## src/hw/dd_rom_defines.svh

```systemverilog
//////////////////////////////
// Slot order is main, char, scroll, object
// Offsets are SDRAM word addresses and must leave room for the
// whole client space of their slot
//////////////////////////////
`ifndef DD_ROM_DEFINES_SVH
`define DD_ROM_DEFINES_SVH

// Clients sharing the SDRAM
`define DD_ROM_SLOTS     4
`define DD_ROM_SDRAM_AW  22
`define DD_ROM_CLIENT_AW 18

// Bank base per slot
`define DD_ROM_OFFSET_0  22'h00_0000
`define DD_ROM_OFFSET_1  22'h02_8000
`define DD_ROM_OFFSET_2  22'h04_0000
`define DD_ROM_OFFSET_3  22'h08_0000

// 1 for 16-bit clients, 0 for 8-bit clients
`define DD_ROM_WIDE_0    1'b0
`define DD_ROM_WIDE_1    1'b0
`define DD_ROM_WIDE_2    1'b1
`define DD_ROM_WIDE_3    1'b1

`endif

```

## src/hw/dd_rom_pkg.sv

```systemverilog
//////////////////////////////
// Lane 0 of a word sits in its low bits
// 8-bit clients get their byte zero-extended to 16 bits
//////////////////////////////
`include "dd_rom_defines.svh"

package dd_rom_pkg;

    // Request as driven by one client
    typedef struct packed {
        logic                         cs;
        logic [`DD_ROM_CLIENT_AW-1:0] addr;
    } rom_client_t;

    // Request after bank mapping
    typedef struct packed {
        logic                        cs;
        logic [`DD_ROM_SDRAM_AW-1:0] word_addr;
        logic [1:0]                  sel;
    } rom_req_t;

    // One SDRAM word, read as bytes or as halfwords
    typedef union packed {
        logic [3:0][7:0]  bytes;
        logic [1:0][15:0] halves;
    } sdram_word_t;

    typedef struct packed {
        logic        ok;
        logic [15:0] data;
    } rom_resp_t;

endpackage

```

## src/hw/dd_rom_map.sv

```systemverilog
//////////////////////////////
// Output lags the client inputs by one cycle
// No overflow check on offset plus address
//////////////////////////////
`timescale 1ns/1ps
`include "dd_rom_defines.svh"

module dd_rom_map
    import dd_rom_pkg::*;
(
    input  logic        clk,
    input  logic        rst_n,
    input  rom_client_t client_req [`DD_ROM_SLOTS],
    output rom_req_t    req        [`DD_ROM_SLOTS]
);

    localparam int slots = `DD_ROM_SLOTS;
    localparam int aw    = `DD_ROM_SDRAM_AW;

    localparam logic [aw-1:0] offset [slots] = '{
        `DD_ROM_OFFSET_0,
        `DD_ROM_OFFSET_1,
        `DD_ROM_OFFSET_2,
        `DD_ROM_OFFSET_3
    };

    localparam bit [slots-1:0] wide = {
        `DD_ROM_WIDE_3, `DD_ROM_WIDE_2, `DD_ROM_WIDE_1, `DD_ROM_WIDE_0
    };

    logic [aw-1:0] addr_ext [slots];
    rom_req_t      mapped   [slots];

    always_comb begin
        for (int i = 0; i < slots; i++) begin
            addr_ext[i]  = aw'(client_req[i].addr);
            mapped[i].cs = client_req[i].cs;
            if (wide[i]) begin
                // Two halfwords per SDRAM word
                mapped[i].word_addr = offset[i] + (addr_ext[i] >> 1);
                mapped[i].sel       = {1'b0, client_req[i].addr[0]};
            end else begin
                mapped[i].word_addr = offset[i] + (addr_ext[i] >> 2);
                mapped[i].sel       = client_req[i].addr[1:0];
            end
        end
    end

    // Adders stay off the cache compare path
    always_ff @(posedge clk or negedge rst_n) begin
        if (!rst_n) begin
            for (int i = 0; i < slots; i++) begin
                req[i] <= '0;
            end
        end else begin
            for (int i = 0; i < slots; i++) begin
                req[i] <= mapped[i];
            end
        end
    end

endmodule

```

## src/hw/dd_rom_slot.sv

```systemverilog
//////////////////////////////
// Client must hold cs and address until ok
// Downloading drops the cached word
//////////////////////////////
`timescale 1ns/1ps
`include "dd_rom_defines.svh"

module dd_rom_slot
    import dd_rom_pkg::*;
#(
    parameter bit wide = 1'b0
) (
    input  logic                        clk,
    input  logic                        rst_n,
    input  rom_req_t                    req,
    input  logic                        downloading,
    input  logic                        fill,
    input  sdram_word_t                 fill_data,
    output logic                        pending,
    output logic [`DD_ROM_SDRAM_AW-1:0] word_addr,
    output rom_resp_t                   resp
);

    sdram_word_t                 cache;
    logic [`DD_ROM_SDRAM_AW-1:0] tag;
    logic                        valid;
    logic                        hit;
    sdram_word_t                 src;
    logic [15:0]                 lane;

    assign word_addr = req.word_addr;
    assign hit       = valid && (tag == req.word_addr);

    // A fill answers the client directly, one cycle ahead of the hit path
    assign src = fill ? fill_data : cache;

    always_comb begin
        if (wide) begin
            lane = src.halves[req.sel[0]];
        end else begin
            lane = {8'd0, src.bytes[req.sel]};
        end
    end

    always_ff @(posedge clk) begin
        if (fill) begin
            cache <= fill_data;
            tag   <= req.word_addr;
        end
    end

    always_ff @(posedge clk or negedge rst_n) begin
        if (!rst_n) begin
            valid   <= 1'b0;
            pending <= 1'b0;
            resp    <= '0;
        end else if (downloading) begin
            valid   <= 1'b0;
            pending <= 1'b0;
            resp.ok <= 1'b0;
        end else begin
            if (fill) begin
                valid <= 1'b1;
            end
            // Miss stays pending until its fill
            pending <= req.cs && !hit && !fill;
            resp.ok <= req.cs && (hit || fill);
            if (req.cs && (hit || fill)) begin
                resp.data <= lane;
            end
        end
    end

endmodule

```

## src/hw/dd_rom_sdram_arb.sv

```systemverilog
//////////////////////////////
// One SDRAM request in flight at a time
// Expects exactly one data_rdy per sdram_ack
//////////////////////////////
`timescale 1ns/1ps
`include "dd_rom_defines.svh"

module dd_rom_sdram_arb
    import dd_rom_pkg::*;
(
    input  logic                        clk,
    input  logic                        rst_n,
    input  logic                        downloading,
    input  logic [`DD_ROM_SLOTS-1:0]    pending,
    input  logic [`DD_ROM_SDRAM_AW-1:0] slot_addr [`DD_ROM_SLOTS],
    output logic                        sdram_req,
    output logic [`DD_ROM_SDRAM_AW-1:0] sdram_addr,
    input  logic                        sdram_ack,
    input  logic                        data_rdy,
    input  logic [31:0]                 data_read,
    output logic [`DD_ROM_SLOTS-1:0]    fill,
    output sdram_word_t                 fill_data
);

    localparam int slots = `DD_ROM_SLOTS;
    localparam int iw    = $clog2(slots);

    typedef enum logic [1:0] {
        st_idle,
        st_wait_ack,
        st_wait_data
    } state_t;

    state_t           state;
    logic [iw-1:0]    last;
    logic [iw-1:0]    cur;
    logic [iw-1:0]    pick;
    logic             found;
    logic             grant;
    logic [slots-1:0] cand;

    // Slot being filled still shows pending for this cycle
    assign cand  = pending & ~fill;
    assign grant = (state == st_idle) && found && !downloading;

    // Round robin from the slot after the last one served
    always_comb begin
        found = 1'b0;
        pick  = last;
        for (int k = 1; k <= slots; k++) begin
            if (!found && cand[(int'(last) + k) % slots]) begin
                found = 1'b1;
                pick  = iw'((int'(last) + k) % slots);
            end
        end
    end

    always_ff @(posedge clk or negedge rst_n) begin
        if (!rst_n) begin
            state     <= st_idle;
            sdram_req <= 1'b0;
            fill      <= '0;
            cur       <= '0;
            last      <= iw'(slots - 1);
        end else begin
            fill <= '0;
            case (state)
                st_idle: begin
                    if (grant) begin
                        sdram_req <= 1'b1;
                        cur       <= pick;
                        last      <= pick;
                        state     <= st_wait_ack;
                    end
                end
                st_wait_ack: begin
                    if (sdram_ack) begin
                        sdram_req <= 1'b0;
                        state     <= st_wait_data;
                    end
                end
                st_wait_data: begin
                    if (data_rdy) begin
                        // Word fetched across a download is thrown away
                        if (!downloading) begin
                            fill[cur] <= 1'b1;
                        end
                        state <= st_idle;
                    end
                end
                default: state <= st_idle;
            endcase
        end
    end

    always_ff @(posedge clk) begin
        if (grant) begin
            sdram_addr <= slot_addr[pick];
        end
        if (state == st_wait_data && data_rdy) begin
            fill_data <= data_read;
        end
    end

endmodule

```

## src/hw/dd_rom_top.sv

```systemverilog
//////////////////////////////
// SDRAM controller and refresh live outside
// Slot widths come from the DD_ROM_WIDE macros
//////////////////////////////
`timescale 1ns/1ps
`include "dd_rom_defines.svh"

module dd_rom_top
    import dd_rom_pkg::*;
(
    input  logic                        clk,
    input  logic                        rst_n,
    input  rom_client_t                 client_req  [`DD_ROM_SLOTS],
    output rom_resp_t                   client_resp [`DD_ROM_SLOTS],
    input  logic                        downloading,
    // SDRAM side
    output logic                        sdram_req,
    output logic [`DD_ROM_SDRAM_AW-1:0] sdram_addr,
    input  logic                        sdram_ack,
    input  logic                        data_rdy,
    input  logic [31:0]                 data_read
);

    localparam bit [`DD_ROM_SLOTS-1:0] slot_wide = {
        `DD_ROM_WIDE_3, `DD_ROM_WIDE_2, `DD_ROM_WIDE_1, `DD_ROM_WIDE_0
    };

    rom_req_t                    req       [`DD_ROM_SLOTS];
    logic [`DD_ROM_SLOTS-1:0]    pending;
    logic [`DD_ROM_SLOTS-1:0]    fill;
    logic [`DD_ROM_SDRAM_AW-1:0] slot_addr [`DD_ROM_SLOTS];
    sdram_word_t                 fill_data;

    dd_rom_map dd_rom_map_i (
        .clk        (clk),
        .rst_n      (rst_n),
        .client_req (client_req),
        .req        (req)
    );

    for (genvar i = 0; i < `DD_ROM_SLOTS; i++) begin : g_slot
        dd_rom_slot #(
            .wide (slot_wide[i])
        ) dd_rom_slot_i (
            .clk         (clk),
            .rst_n       (rst_n),
            .req         (req[i]),
            .downloading (downloading),
            .fill        (fill[i]),
            .fill_data   (fill_data),
            .pending     (pending[i]),
            .word_addr   (slot_addr[i]),
            .resp        (client_resp[i])
        );
    end

    dd_rom_sdram_arb dd_rom_sdram_arb_i (
        .clk         (clk),
        .rst_n       (rst_n),
        .downloading (downloading),
        .pending     (pending),
        .slot_addr   (slot_addr),
        .sdram_req   (sdram_req),
        .sdram_addr  (sdram_addr),
        .sdram_ack   (sdram_ack),
        .data_rdy    (data_rdy),
        .data_read   (data_read),
        .fill        (fill),
        .fill_data   (fill_data)
    );

endmodule

```

## config.mk

```make
export PLATFORM = sky130hd
export DESIGN_NAME = dd_rom_top
export DESIGN_NICKNAME = d
export VERILOG_FILES = /design/src/hw/dd_rom_pkg.sv /design/src/hw/dd_rom_map.sv /design/src/hw/dd_rom_slot.sv /design/src/hw/dd_rom_sdram_arb.sv /design/src/hw/dd_rom_top.sv
export VERILOG_INCLUDE_DIRS = /design/src /design/src/hw
export SDC_FILE = /design/constraint.sdc
export NUM_CORES = 1
export LEC_CHECK = 0
export BUFFER_PORTS_ARGS = -buffer_cell sky130_fd_sc_hd__buf_4
export CAP_MARGIN = 20
export CORE_MARGIN = 2
export CORE_UTILIZATION = 55
export CTS_BUF_LIST = sky130_fd_sc_hd__clkbuf_4
export DETAILED_ROUTE_END_ITERATION = 7
export PLACE_DENSITY_LB_ADDON = 0.15
export SLEW_MARGIN = 10
export SYNTH_ARGS = -nofsm -noshare
export SYNTH_HDL_FRONTEND = slang
export SYNTH_SLANG_ARGS = --single-unit
```

## constraint.sdc

```tcl
create_clock -name clk -period 3.1 [get_ports clk]
set_input_delay 0.93 -clock clk [delete_from_list [all_inputs] [get_ports clk]]
set_output_delay 0.93 -clock clk [all_outputs]
set_load 0.01 [all_outputs]
```

Word level (Yosys, flattened, before mapping)
Index checks and enable logic that the tools add are counted.
Widths: inputs -> output; s select.
{"block": "totals", "wordCells": 197, "reg_bits": 425, "in_bits": 113, "out_inout_bits": 91}
{"block": "op_classes", "add_sub_neg": 7, "mux": 63, "reduce_logical": 56, "bitwise_logic": 8, "eq_ne": 9, "n_lt_le_gt_ge": 11}
{"cell": "$mux 32", "n": 4}
{"cell": "$mux 16", "n": 4}
{"cell": "$bmux 22 s2", "n": 1}
{"cell": "$eq 22x22->1", "n": 2}
{"cell": "$mux 22", "n": 2}
{"cell": "$bmux 8 s2", "n": 2}
{"cell": "$mux 1", "n": 31}
{"cell": "$logic_and 1x1->1", "n": 23}
{"cell": "$add 20x17->21 const A", "n": 1}
{"cell": "$eq 21x21->1", "n": 1}
{"cell": "$add 19x17->20 const A", "n": 1}
{"cell": "$add 18x16->19 const A", "n": 1}
{"cell": "$eq 16x16->1", "n": 1}
{"cell": "$lt 3x4->1 const B", "n": 4}
{"cell": "$mux 8", "n": 2}
{"cell": "$mux 2", "n": 7}
{"cell": "$logic_not 1->1", "n": 12}
{"cell": "$mux 4", "n": 3}
{"cell": "$reduce_and 2->1", "n": 5}
{"cell": "$reduce_bool 2->1", "n": 5}
{"cell": "$lt 2x3->1 const B", "n": 3}
{"cell": "$bmux 1 s2", "n": 4}
{"cell": "$reduce_or 2->1", "n": 4}
{"cell": "$pmux 2 s3", "n": 1}
{"cell": "19 further kinds", "n": 30}

Longest topological paths before layout
Gate-level depths: netlist of the first run.
{"block": "depth", "depth_word": 20, "ltp_mapped": 8, "ltp_nobuf": 5}

By module
Synthesis of the first run repeated with hierarchy kept, for this count alone.
{"block": "hier_totals", "cells_unflattened": 1172, "hier_area_um2": 17397.9}
{"module": "dd_rom_slot (g_slot[2].dd_rom_slot_i ...)", "seq_area_each_um2": 1776.7, "cells_per_inst": 281, "n_inst": 2, "area_each_um2": 3392.0}
{"module": "dd_rom_slot (g_slot[0].dd_rom_slot_i ...)", "seq_area_each_um2": 1576.5, "cells_per_inst": 188, "n_inst": 2, "area_each_um2": 2876.5}
{"module": "dd_rom_sdram_arb", "seq_area_each_um2": 1899.3, "cells_per_inst": 131, "n_inst": 1, "area_each_um2": 2732.6}
{"module": "dd_rom_map", "seq_area_each_um2": 1951.9, "cells_per_inst": 103, "n_inst": 1, "area_each_um2": 2128.3}

Least setup slack after synthesis of the first run
OpenSTA, ideal clock, no wires.
{"block": "synth_timing", "path_type": "input port to flip-flop", "start": "input port downloading", "end": "register dd_rom_sdram_arb_i.cur[1]", "n_path_buf": 2, "cell_stages": 5, "path_slack_ns": 0.495, "t_arrival_ns": 2.480, "setup_ns": 0.125, "required_time_ns": 2.975, "cell_sequence": "buf_2 > nor3_1 > o21a_1 > clkbuf_1 > mux2_2"}
{"block": "synth_via", "elab_chain_cells": 3}
{"element": "from (decl)", "line_no": "dd_rom_top.sv:15", "rtl": "input logic downloading,"}
{"element": "$logic_not 1->1", "line_no": "dd_rom_sdram_arb.sv:44", "rtl": "assign grant = (state == st_idle) && found && !downloading;"}
{"element": "$logic_and 1x1->1", "line_no": "dd_rom_sdram_arb.sv:44"}
{"element": "net dd_rom_sdram_arb_i.grant", "line_no": "dd_rom_sdram_arb.sv:39", "rtl": "logic grant;"}
{"element": "$reduce_and 2->1 (no source line)"}
{"element": "to (signal assigned)", "line_no": "dd_rom_sdram_arb.sv:71", "rtl": "cur <= pick;"}
{"element": "to (decl)", "line_no": "dd_rom_sdram_arb.sv:36", "rtl": "logic [iw-1:0] cur;"}
The timed path passes the listed nets, and every way through them passes these cells.
A chain may end at the register's enable or synchronous reset.

Final worst setup path of the first run
{"block": "layout_timing", "start": "register dd_rom_sdram_arb_i.fill[2]", "end": "register dd_rom_sdram_arb_i.sdram_addr[8], data pin"}
{"block": "layout_via", "elab_chain_cells": 19, "word_cells_on_any_way": 31, "classes_between": "mux: 22; bitwise: 3; reduce/logical: 6"}
{"element": "from (decl)", "line_no": "dd_rom_sdram_arb.sv:21", "rtl": "output logic [`DD_ROM_SLOTS-1:0] fill,"}
{"element": "from (signal assigned)", "line_no": "dd_rom_sdram_arb.sv:62", "rtl": "fill <= '0;"}
{"element": "from (signal assigned)", "line_no": "dd_rom_sdram_arb.sv:66", "rtl": "fill <= '0;"}
{"element": "from (signal, indexed assignment)", "line_no": "dd_rom_sdram_arb.sv:86", "rtl": "fill[cur] <= 1'b1;"}
{"element": "$not 4->4 *", "line_no": "dd_rom_sdram_arb.sv:43", "rtl": "assign cand = pending & ~fill;"}
{"element": "$and 4x4->4 *", "line_no": "dd_rom_sdram_arb.sv:43"}
{"element": "$bmux 1 s2", "line_no": "dd_rom_sdram_arb.sv:51", "rtl": "if (!found && cand[(int'(last) + k) % slots]) begin"}
{"element": "$mux 1 (not written as such) (2 in a row)", "line_no": "dd_rom_sdram_arb.sv:51"}
{"element": "$mux 1", "line_no": "dd_rom_sdram_arb.sv:51"}
{"element": "$logic_not 1->1", "line_no": "dd_rom_sdram_arb.sv:51"}
{"element": "$logic_and 1x1->1", "line_no": "dd_rom_sdram_arb.sv:51"}
{"element": "$mux 1", "line_no": "dd_rom_sdram_arb.sv:51"}
{"element": "$logic_not 1->1", "line_no": "dd_rom_sdram_arb.sv:51"}
{"element": "$logic_and 1x1->1", "line_no": "dd_rom_sdram_arb.sv:51"}
{"element": "$mux 1", "line_no": "dd_rom_sdram_arb.sv:51"}
{"element": "$logic_not 1->1", "line_no": "dd_rom_sdram_arb.sv:51"}
{"element": "$logic_and 1x1->1", "line_no": "dd_rom_sdram_arb.sv:51"}
{"element": "$mux 2 *", "line_no": "dd_rom_sdram_arb.sv:51"}
{"element": "$not 2->3 (not written as such) *", "line_no": "dd_rom_sdram_arb.sv:98", "rtl": "sdram_addr <= slot_addr[pick];"}
{"element": "$bmux 22 s2 *", "line_no": "dd_rom_sdram_arb.sv:98"}
{"element": "$mux 22 (not written as such) * (2 in a row)", "line_no": "dd_rom_sdram_arb.sv:98"}
{"element": "to (signal assigned)", "line_no": "dd_rom_sdram_arb.sv:98"}
{"element": "to (decl)", "line_no": "dd_rom_sdram_arb.sv:17", "rtl": "output logic [`DD_ROM_SDRAM_AW-1:0] sdram_addr,"}
Mark *: on every way between the ends. The rest lies on a longest branch, timed or not. The select of a mux whose other input is x is not followed.

==> reports/results.ini, run 1 <==
[placed_design]
dp_cells=1605
pre_cts_ws_ns=0.526
place.gp.congestion=0.811
dp_hpwl_mm=23.7
placed_area_um2=17300
portBuffers=185

[worst_setup_path]
crit_arrival_ns=2.99
path_common_cell=mux2i_1
slowest_delay_ns=0.60
reg2regPathDepth=6
cp-start-kind=register
path_class=reg2reg
path_buf_inv=1
worst-path-max-fanout=31
crit_chain=nand2b_1 > a2bb2oi_1 > o221a_2 > buf_12 > mux2i_1 > mux2i_1
end_kind=register
crit_path_top_delay_cell=dfrtp_2
crit_required_ns=3.59
worstSetupPathDepth=6
cp_top_family=flip-flops

[sta]
fmax_mhz=401
maxSlewViolCount=0
max_slew_margin_pct=46.2
tns_ns=0
rsz0062_at_grt=false
worst_slew_pin_slew_ns=0.806
layout_setup_ws_ns=0.606
skew_ns=0.0663
finalSetupViolCount=0
finalCritPeriodShare_pct=80.4
final.min_clock_period_ns=2.49
finalHoldViolCount=0

[finish]
finalNonFillerCells=1792
syn_to_final_growth_pct=18.8
drive_gt1_share_pct=40.9
final_area_um2=18700
final-seq-area_um2=9960
fin_nets=1441
fillers=2116
multiInputGateArea_um2=5270

[clock_network]
clock_path_buffers=3
cts_tree=built
post_cts_buffers=0
cts_sinks=399
cts_hold_buffers=0
numCtsBuffers=99
cts_resized=0
htreeDepth=3
clk_latency_ns=0.77
cts_root_buf=clkbuf_4
clk_pin_slew_ns=0.07

[floorplanning]
coreArea_um2=27900
dieArea_um2=29900
die_h_um=173
start_util_pct=56.2
die-width_um=173
placementRows=61
ios=204

[synthesis]
yosysMostFrequentCell=mux2_2
yosys.area_share.xor_xnor_pct=3.91
synth_compound_area_share_pct=3.00
ys_seq_elements=399
synthAdderAreaFrac_pct=0
synth_top_family_by_area=multiplexers
syn_area_um2=15700
ys_types=47
yosys_warnings=0
synth.mux.area_fraction_pct=18.4
synthCells=1085
synth_top_cells_by_area=dfrtp_1 23%, edfxtp_1 23%, dfxtp_1 16%
synth-seq-area-share_pct=63.4
synth_simple_gate_area_share_pct=7.80
synth_edf_count=122
post-synth-top-area-cell=dfrtp_1
synth_top_flop_cell=dfrtp_1
async_flop_share_pct=37.3
synth_area_per_cell_um2=14.5
synth_top_area_share_pct=23.4
ys_top_cells_by_count=177 x mux2_2, 147 x dfrtp_1, 128 x dfxtp_1

[drt]
routed_wl_mm=35.1
drcViolationCount=0
via_per_inst=5.36
drtPass1Iterations=6
vias=9603
avgRoutedWirePerCell_um=19.6
dr.first_iter.drc_count=713
drtAntennaViolNets=0

[global_routing]
grt_first_pass_wirelength_mm=54.6
grt_max_degree=72
grt_use_total_pct=23.7
antenna_found_initial=2
grt_overflow=0
grt_pass1_vias=9905

[job]
cap_viol_max_count=0

[outcome]
status=finished, final reports clean

[power_and_ir_drop]
powerDensity_nw_per_um2=734
vdd_drop_max_v=0.000460
leakage_nw=7.84
power_mw=13.7

[min_path]
hold_path.class=in2async

==> per-layer routing <==
layer / track usage [%] / up-vias / routed length (um)
met5: 0 / - / 0
met4: 8.30 / 0 / 849
met3: 5.91 / 67 / 2360
met2: 39.8 / 357 / 17700
met1: 30.0 / 4726 / 14200
li1: - / 4453 / -
==> power breakdown <==
| part | leakage (nW) | switching (mW) | internal (mW) |
|---|---|---|---|
| logic | 3.17 | 1.11 | 1.32 |
| clock network | 0.794 | 2.11 | 2.40 |
| registers | 3.87 | 0.417 | 6.35 |
==> area by class of cell <==
cell class                      instances  area share [%]
Inverter                                6           0.121
Timing Repair Buffer                  203            8.46
Antenna cell                            2          0.0268
Sequential cell                       399            53.4
Tap cell                              378            2.54
Multi-Input combinational cell        619            28.3
Clock inverter                         28           0.879
Clock buffer                          157            6.32
==> stage by stage <==
| step | util (%) | hold slack (ns) |
|---|---|---|
| after floorplan | - | 0.445 |
| after global placement | 62.0 | 0.451 |
| after detailed placement | 62.0 | 0.459 |
| after CTS | 66.8 | 0.146 |
| after global routing | 66.8 | 0.156 |
| final | 66.8 | 0.165 |
==> state kept, by name, summed over array words and instances, names as in the netlist <==
signal                         flops
g_slot.dd_rom_slot_i.resp         52
g_slot.dd_rom_slot_i.tag          70
dd_rom_sdram_arb_i.sdram_addr     20
dd_rom_sdram_arb_i.state           2
dd_rom_sdram_arb_i.last            2
g_slot.dd_rom_slot_i.valid         4
dd_rom_sdram_arb_i.fill_data      32
dd_rom_sdram_arb_i.fill            4
dd_rom_map_i.req                  78
dd_rom_sdram_arb_i.cur             2
g_slot.dd_rom_slot_i.cache       128
g_slot.dd_rom_slot_i.pending       4
dd_rom_sdram_arb_i.sdram_req       1
==> worst paths after layout <==
path,start,end,slack [ns]
hold / removal,rst_n,g_slot[0].dd_rom_slot_i.resp[16],0.16
setup reg to reg,dd_rom_sdram_arb_i.fill[2],dd_rom_sdram_arb_i.sdram_addr[8],0.61
min in group clk,client_req[72],dd_rom_map_i.req[90],0.27
max in group asynchronous,rst_n,dd_rom_sdram_arb_i.fill[3],2.09
setup / recovery,dd_rom_sdram_arb_i.fill[2],dd_rom_sdram_arb_i.sdram_addr[8],0.61
hold reg to reg,g_slot[3].dd_rom_slot_i.cache[16],g_slot[3].dd_rom_slot_i.cache[16],0.47
==> layout by cell type (no fill, tap or decap), types with 16 or more instances in the layout <==
master    Yosys  layout
a222oi_1     32      32
buf_4        21     198
clkbuf_4      0     157
clkinv_1      0      19
conb_1        2      19
dfrtp_1     147     143
dfxtp_1     128     128
edfxtp_1    122     122
mux2_2      177     177
mux2i_1      50      50
mux4_2       16      16
nand2_1      67      67
nand3_1      36      36
nor2_1       19      19
nor2b_1      37      37
or3_1        32      32
xnor2_1      29      29
xor2_1       41      41
==> cells by family after synthesis <==
kind of cell    Yosys count
xor+xnor                 70
flops                   399
other cells               2
mux                     245
buf+inv                  84
compound gates           50
simple gates            235
==> worst reg2reg max path, stage by stage (launching register included) <==
cell	delay [ns]
dfrtp_2	0.60
nand2b_1	0.27
a2bb2oi_1	0.19
o221a_2	0.41
buf_12	0.29
mux2i_1	0.38
mux2i_1	0.14
(Power assumes the default switching activity.)
==> run 2: changes to the inputs <==
- ABC_AREA: unset -> 1
- CORE_UTILIZATION: 55 -> 54
- clock period: 3.1 -> 2.1 ns (I/O delays scaled with it)
==> reports/results.ini, run 2 <==
[clock_network]
clk_latency_ns=0.74  ; was 0.77 ns
cts_tree=built  ; unchanged
clk_pin_slew_ns=0.07  ; about the same
cts_root_buf=clkbuf_4  ; unchanged
cts_sinks=399  ; unchanged
htreeDepth=3  ; unchanged
numCtsBuffers=102  ; was 99
clock_path_buffers=3  ; unchanged

[worst_setup_path]
r2r_setup_slack_ns=0.05  ; was 0.61 ns
crit_required_ns=2.58  ; was 3.59 ns
cp-start-kind=register  ; unchanged
reg2regPathDepth=13  ; was 6
path_class=reg2reg  ; unchanged
end_kind=register  ; unchanged
r2r_start=dd_rom_sdram_arb_i.last[0]  ; was dd_rom_sdram_arb_i.fill[2]
crit_arrival_ns=2.52  ; was 2.99 ns
r2r_end=dd_rom_sdram_arb_i.sdram_addr[4]  ; was dd_rom_sdram_arb_i.sdram_addr[8]
worst-path-max-fanout=18  ; was 31

[global_routing]
grt_pass1_vias=12300  ; was 9905
grt_overflow=0  ; unchanged
grt_first_pass_wirelength_mm=63.6  ; was 54.6 mm
antenna_found_initial=1  ; was 2
grt_use_total_pct=27.1  ; was 23.7%
grt_max_degree=67  ; was 72

[finish]
syn_to_final_growth_pct=27.0  ; was 18.8%
largest_register_ffs=128  ; unchanged
fillers=2230  ; was 2116
mostFrequentLayoutCells=608 x nand2_1, 217 x buf_4, 171 x clkbuf_4  ; was 198 x buf_4, 177 x mux2_2, 157 x clkbuf_4
post-route-util_pct=69.1  ; was 66.8%
largestRegisters=g_slot.dd_rom_slot_i.cache x128, dd_rom_map_i.req x78, g_slot.dd_rom_slot_i.tag x70  ; unchanged
fin_nets=2100  ; was 1441
top_register=g_slot.dd_rom_slot_i.cache  ; unchanged
final_area_um2=19700  ; was 18700 um^2
final_common_cell=nand2_1  ; was buf_4
drive_gt1_share_pct=22.7  ; was 40.9%

[placed_design]
pre_cts_ws_ns=-0.0274  ; was 0.526 ns
dp_hpwl_mm=26.9  ; was 23.7 mm
place.gp.congestion=0.893  ; was 0.811
placed_area_um2=17400  ; was 17300 um^2
portBuffers=185  ; unchanged

[drt]
dr.first_iter.drc_count=983  ; was 713
routed_wl_mm=40.9  ; was 35.1 mm
drtPass1Iterations=6  ; unchanged
drtAntennaViolNets=0  ; unchanged
drcViolationCount=0  ; unchanged
vias=12300  ; was 9603
via_per_inst=5.01  ; was 5.36
avgRoutedWirePerCell_um=16.6  ; was 19.6 um

[sta]
final.min_clock_period_ns=2.05  ; was 2.49 ns
tns_ns=0  ; unchanged
fmax_mhz=489  ; was 401 MHz
finalCritPeriodShare_pct=97.4  ; was 80.4%
layout_setup_ws_ns=0.0540  ; was 0.606 ns
rsz0062_at_grt=true  ; was false
max_slew_margin_pct=52.4  ; was 46.2%
skew_ns=0.0517  ; was 0.0663 ns
worst_slew_pin_slew_ns=0.714  ; was 0.806 ns
finalHoldViolCount=0  ; unchanged
finalSetupViolCount=0  ; unchanged
maxSlewViolCount=0  ; unchanged

[synthesis]
syn_area_um2=15500  ; was 15700 um^2
synth-seq-area-share_pct=64.3  ; was 63.4%
yosysMostFrequentCell=nand2_1  ; was mux2_2
synth_edf_count=122  ; unchanged
yosys_warnings=0  ; unchanged
synthCells=1644  ; was 1085
synth_top_flop_cell=dfrtp_1  ; unchanged
synth_top_area_share_pct=23.7  ; was 23.4%
async_flop_share_pct=37.3  ; unchanged
synth_area_per_cell_um2=9.43  ; was 14.5 um^2
ys_top_cells_by_count=613 x nand2_1, 147 x dfrtp_1, 128 x dfxtp_1  ; was 177 x mux2_2, 147 x dfrtp_1, 128 x dfxtp_1
ys_types=37  ; was 47
ys_seq_elements=399  ; unchanged
synth_top_cells_by_area=dfrtp_1 24%, edfxtp_1 24%, dfxtp_1 17%  ; was dfrtp_1 23%, edfxtp_1 23%, dfxtp_1 16%
post-synth-top-area-cell=dfrtp_1  ; unchanged

[floorplanning]
dieArea_um2=30100  ; was 29900 um^2
die-width_um=173  ; about the same
start_util_pct=54.4  ; was 56.2%
placementRows=62  ; was 61
die_h_um=173  ; about the same
ios=204  ; unchanged
coreArea_um2=28500  ; was 27900 um^2

[min_path]
hold_path_end=dd_rom_map_i.req[40]
holdPathStages=1
hp-start=client_req[33]
hold_path.class=in2reg  ; was in2async

[power_and_ir_drop]
leakage_nw=9.55  ; was 7.84 nW
vdd_drop_max_v=0.000731  ; was 0.000460 V
power_mw=24.1  ; was 13.7 mW
powerDensity_nw_per_um2=1220  ; was 734 nW/um^2

[job]
cap_viol_max_count=0  ; unchanged

[outcome]
status=finished, final reports clean  ; unchanged

==> run 2: changes by cell type in the layout (fill, tap and decap cells not counted), moves of 37 or more <==
cell,before,now
nor2b_1,37,0
dlygate4sd3_1,0,73
mux2i_1,50,0
inv_1,5,114
nor2_1,19,86
nand2_1,67,608
mux2_2,177,0
nand3_1,36,99
o21ai_0,2,113
==> run 2: routing by layer <==
layer	up-vias	share of wire [%]	global-route usage, %
met5	-	0	0
met2	445	51	46.9
met1	5800	41	33.9
met4	0	2.9	11.0
met3	78	5.9	4.80
li1	5998	-	-
==> run 2: worst max path at each step <==
stage                                     startpoint  slack, ns                           endpoint  depth (start not counted)
after floorplan           dd_rom_sdram_arb_i.fill[1]       0.01   dd_rom_sdram_arb_i.sdram_addr[0]                          8
after global placement    dd_rom_sdram_arb_i.last[0]       0.06   dd_rom_sdram_arb_i.sdram_addr[2]                         11
after detailed placement  dd_rom_sdram_arb_i.last[0]      -0.03  dd_rom_sdram_arb_i.sdram_addr[14]                          9
after CTS                 dd_rom_sdram_arb_i.last[0]      0.003  dd_rom_sdram_arb_i.sdram_addr[13]                         14
after global routing      dd_rom_sdram_arb_i.last[0]      -0.06  dd_rom_sdram_arb_i.sdram_addr[13]                         13
final                     dd_rom_sdram_arb_i.last[0]       0.05   dd_rom_sdram_arb_i.sdram_addr[4]                         13
==> run 2: cells by family after synthesis <==
family	Yosys count	share of synthesized area, %
simple gates	862	22.8
compound gates	148	5.32
buf+inv	204	5.89
xor+xnor	29	1.64
other cells	2	0.0485
flops	399	64.3
==> run 2: worst max-delay path, cell delays in order, from the launching register on <==
cell	delay (ns)
dfstp_2	0.58
buf_12	0.13
nand3_2	0.11
nand2_1	0.10
nand2_1	0.09
nand2_4	0.12
nand3_4	0.11
inv_2	0.07
nand2_2	0.10
inv_2	0.10
a21oi_4	0.04
buf_12	0.15
nand2_1	0.07
nand2_1	0.05
==> run 2: what timing repair did <==
item / in CTS / in global routing
pin swaps: 0 / 4
endpoints found under the setup margin: 7 / 44
resized for setup: 1 / 26
hold buffers: 70 / 3
setup buffers: 0 / 3
cloned: 0 / 1
endpoints found under the hold margin: 93 / 3
==> run 2: final cells by class <==
| cell class | count | area (um^2) | area share, % |
|---|---|---|---|
| antenna | 1 | 2.50 | 0.0127 |
| clock buffer | 171 | 1280 | 6.52 |
| clock inverter | 19 | 87.6 | 0.445 |
| inverter | 123 | 474 | 2.41 |
| multi-input combinational | 1059 | 4810 | 24.4 |
| sequential | 399 | 9960 | 50.6 |
| tap | 384 | 480 | 2.44 |
| timing repair buffer | 302 | 2580 | 13.1 |
==> run 2: power breakdown <==
part	internal (mW)	switching (mW)	total [mW]
clock	3.66	3.12	6.77
combinational	2.61	4.06	6.68
sequential	9.90	0.732	10.6
total	16.2	7.91	24.1
==> run 2: stage by stage <==
stage               cells  hold WS, ns
global placement     2190        0.424
detailed placement   2190        0.430
finish               2458       0.0440
floorplan            1661        0.334
CTS                  2450      0.00260
global route         2458     0.000138
==> run 3: changes to the inputs <==
- HOLD_SLACK_MARGIN: unset -> 0.15
==> reports/results.ini, run 3 (synthesis results as in run 2) <==
[outcome]
status=finished, final reports clean  ; unchanged

[sta]
maxSlewViolCount=0  ; unchanged
finalSetupViolCount=0  ; unchanged
max_slew_margin_pct=52.1  ; was 52.4%
finalCritPeriodShare_pct=96.4  ; was 97.4%
tns_ns=0  ; unchanged
worst_slew_pin_slew_ns=0.718  ; was 0.714 ns
finalHoldViolCount=0  ; unchanged
skew_ns=0.0557  ; was 0.0517 ns
whs_ns=0.371  ; was 0.0440 ns
rsz0062_at_grt=true  ; unchanged
final.min_clock_period_ns=2.02  ; was 2.05 ns
layout_setup_ws_ns=0.0757  ; was 0.0540 ns
fmax_mhz=494  ; was 489 MHz

[clock_network]
cts_sinks=399  ; unchanged
clk_latency_ns=0.74  ; about the same
htreeDepth=3  ; unchanged
cts_root_buf=clkbuf_4  ; unchanged
clock_path_buffers=3  ; unchanged
numCtsBuffers=102  ; unchanged
cts_tree=built  ; unchanged
clk_pin_slew_ns=0.07  ; about the same

[finish]
top_register=g_slot.dd_rom_slot_i.cache  ; unchanged
mostFrequentLayoutCells=610 x nand2_1, 216 x buf_4, 171 x clkbuf_4  ; was 608 x nand2_1, 217 x buf_4, 171 x clkbuf_4
largestRegisters=g_slot.dd_rom_slot_i.cache x128, dd_rom_map_i.req x78, g_slot.dd_rom_slot_i.tag x70  ; unchanged
final_common_cell=nand2_1  ; unchanged
syn_to_final_growth_pct=29.1  ; was 27.0%
final-seq-area_um2=9960  ; unchanged
multiInputGateArea_um2=4750  ; was 4810 um^2
fin_nets=2137  ; was 2100
largest_register_ffs=128  ; unchanged
fillers=2165  ; was 2230
drive_gt1_share_pct=22.0  ; was 22.7%
final_area_um2=20000  ; was 19700 um^2
finalNonFillerCells=2495  ; was 2458
post-route-util_pct=70.3  ; was 69.1%

[drt]
dr.first_iter.drc_count=945  ; was 983
vias=12500  ; was 12300
via_per_inst=5.01  ; about the same
drtAntennaViolNets=0  ; unchanged
routed_wl_mm=42.0  ; was 40.9 mm
drcViolationCount=0  ; unchanged
avgRoutedWirePerCell_um=16.9  ; was 16.6 um
drtPass1Iterations=7  ; was 6

[placed_design]
placed_area_um2=17400  ; unchanged
portBuffers=185  ; unchanged
dp_hpwl_mm=26.9  ; unchanged
dp_cells=2190  ; unchanged
place.gp.congestion=0.893  ; unchanged
pre_cts_ws_ns=-0.0274  ; unchanged

[power_and_ir_drop]
power.switching_mw=7.88  ; was 7.91 mW
vdd_drop_max_v=0.000748  ; was 0.000731 V
leakage_nw=9.70  ; was 9.55 nW
powerDensity_nw_per_um2=1200  ; was 1220 nW/um^2
pwr-share-comb_pct=27.6  ; was 27.7%
switching_share_pct=32.8  ; was 32.9%
sequentialPowerShare_pct=44.2  ; was 44.1%
clkPwrFrac_pct=28.2  ; was 28.1%
power_mw=24.1  ; about the same
internal-power_mw=16.2  ; about the same

[global_routing]
grt_pass1_vias=12600  ; was 12300
grt_overflow=0  ; unchanged
grt_first_pass_wirelength_mm=65.8  ; was 63.6 mm
antenna_found_initial=1  ; unchanged
grt_max_degree=67  ; unchanged
grt_use_total_pct=28.1  ; was 27.1%

[floorplanning]
die-width_um=173  ; unchanged
dieArea_um2=30100  ; unchanged
die_h_um=173  ; unchanged
coreArea_um2=28500  ; unchanged
placementRows=62  ; unchanged
start_util_pct=54.4  ; unchanged
ios=204  ; unchanged

[worst_setup_path]
path_class=reg2reg  ; unchanged
worst-path-max-fanout=18  ; unchanged
r2r_setup_slack_ns=0.08  ; was 0.05 ns
crit_arrival_ns=2.51  ; was 2.52 ns
end_kind=register  ; unchanged
crit_required_ns=2.58  ; about the same
cp-start-kind=register  ; unchanged

[job]
cap_viol_max_count=0  ; unchanged

[min_path]
hold_path.class=in2async  ; was in2reg

==> run 3: layer usage <==
| metal | vias up | track usage (%) | share of wire [%] |
|---|---|---|---|
| met4 | 0 | 11.1 | 3.2 |
| met2 | 469 | 49.7 | 51 |
| li1 | 6065 | - | - |
| met3 | 95 | 4.80 | 6.1 |
| met5 | - | 0 | 0 |
| met1 | 5871 | 34.3 | 39 |
==> run 3: final timing paths <==
| path | cells past startpoint | from | to |
|---|---|---|---|
| setup / recovery | 13 | dd_rom_sdram_arb_i.last[0] | dd_rom_sdram_arb_i.sdram_addr[4] |
| hold / removal | 2 | rst_n | dd_rom_map_i.req[7] |
| setup reg to reg | 13 | dd_rom_sdram_arb_i.last[0] | dd_rom_sdram_arb_i.sdram_addr[4] |
| hold reg to reg | 2 | g_slot[3].dd_rom_slot_i.cache[7] | g_slot[3].dd_rom_slot_i.cache[7] |
| max in group asynchronous | 3 | rst_n | dd_rom_sdram_arb_i.last[1] |
| min in group clk | 3 | downloading | g_slot[0].dd_rom_slot_i.valid |
==> run 3: power by group through the flow <==
stage	Sequential, mW	Combinational [mW]	Clock, mW
3_3_place_gp	10.7	5.93	0
2_1_floorplan	10.6	4.14	0
5_1_grt	10.8	7.39	7.39
3_5_place_dp	10.8	6.11	0
4_1_cts	10.6	6.32	6.92
6_report	10.6	6.64	6.80
==> run 3: critical path, stage by stage (launching register included) <==
cell,delay [ns]
dfstp_2,0.58
buf_12,0.13
nand2_2,0.05
nand2_2,0.09
nand3_2,0.11
nand2_4,0.13
nand3_2,0.15
inv_2,0.09
nand2_2,0.08
inv_2,0.08
a21oi_4,0.04
buf_12,0.15
nand2_1,0.06
nand2_1,0.05
==> run 3: area by class of cell <==
| cell class | instances | share of cell area [%] |
|---|---|---|
| inverters | 123 | 2.37 |
| well taps | 384 | 2.40 |
| multi-input cells | 1058 | 23.8 |
| clock buffers | 171 | 6.42 |
| flip-flops and latches | 399 | 49.8 |
| repair buffers | 340 | 14.8 |
| clock inverters | 19 | 0.438 |
| diodes | 1 | 0.0125 |
==> run 3: what timing repair did <==
action                                  in CTS  in global routing
gates resized for setup                      1                 18
hold endpoints to repair                   247                  0
buffers inserted                             0                  3
hold buffers                               111                  0
endpoints found under the setup margin       7                 37
pin swaps                                    0                  0
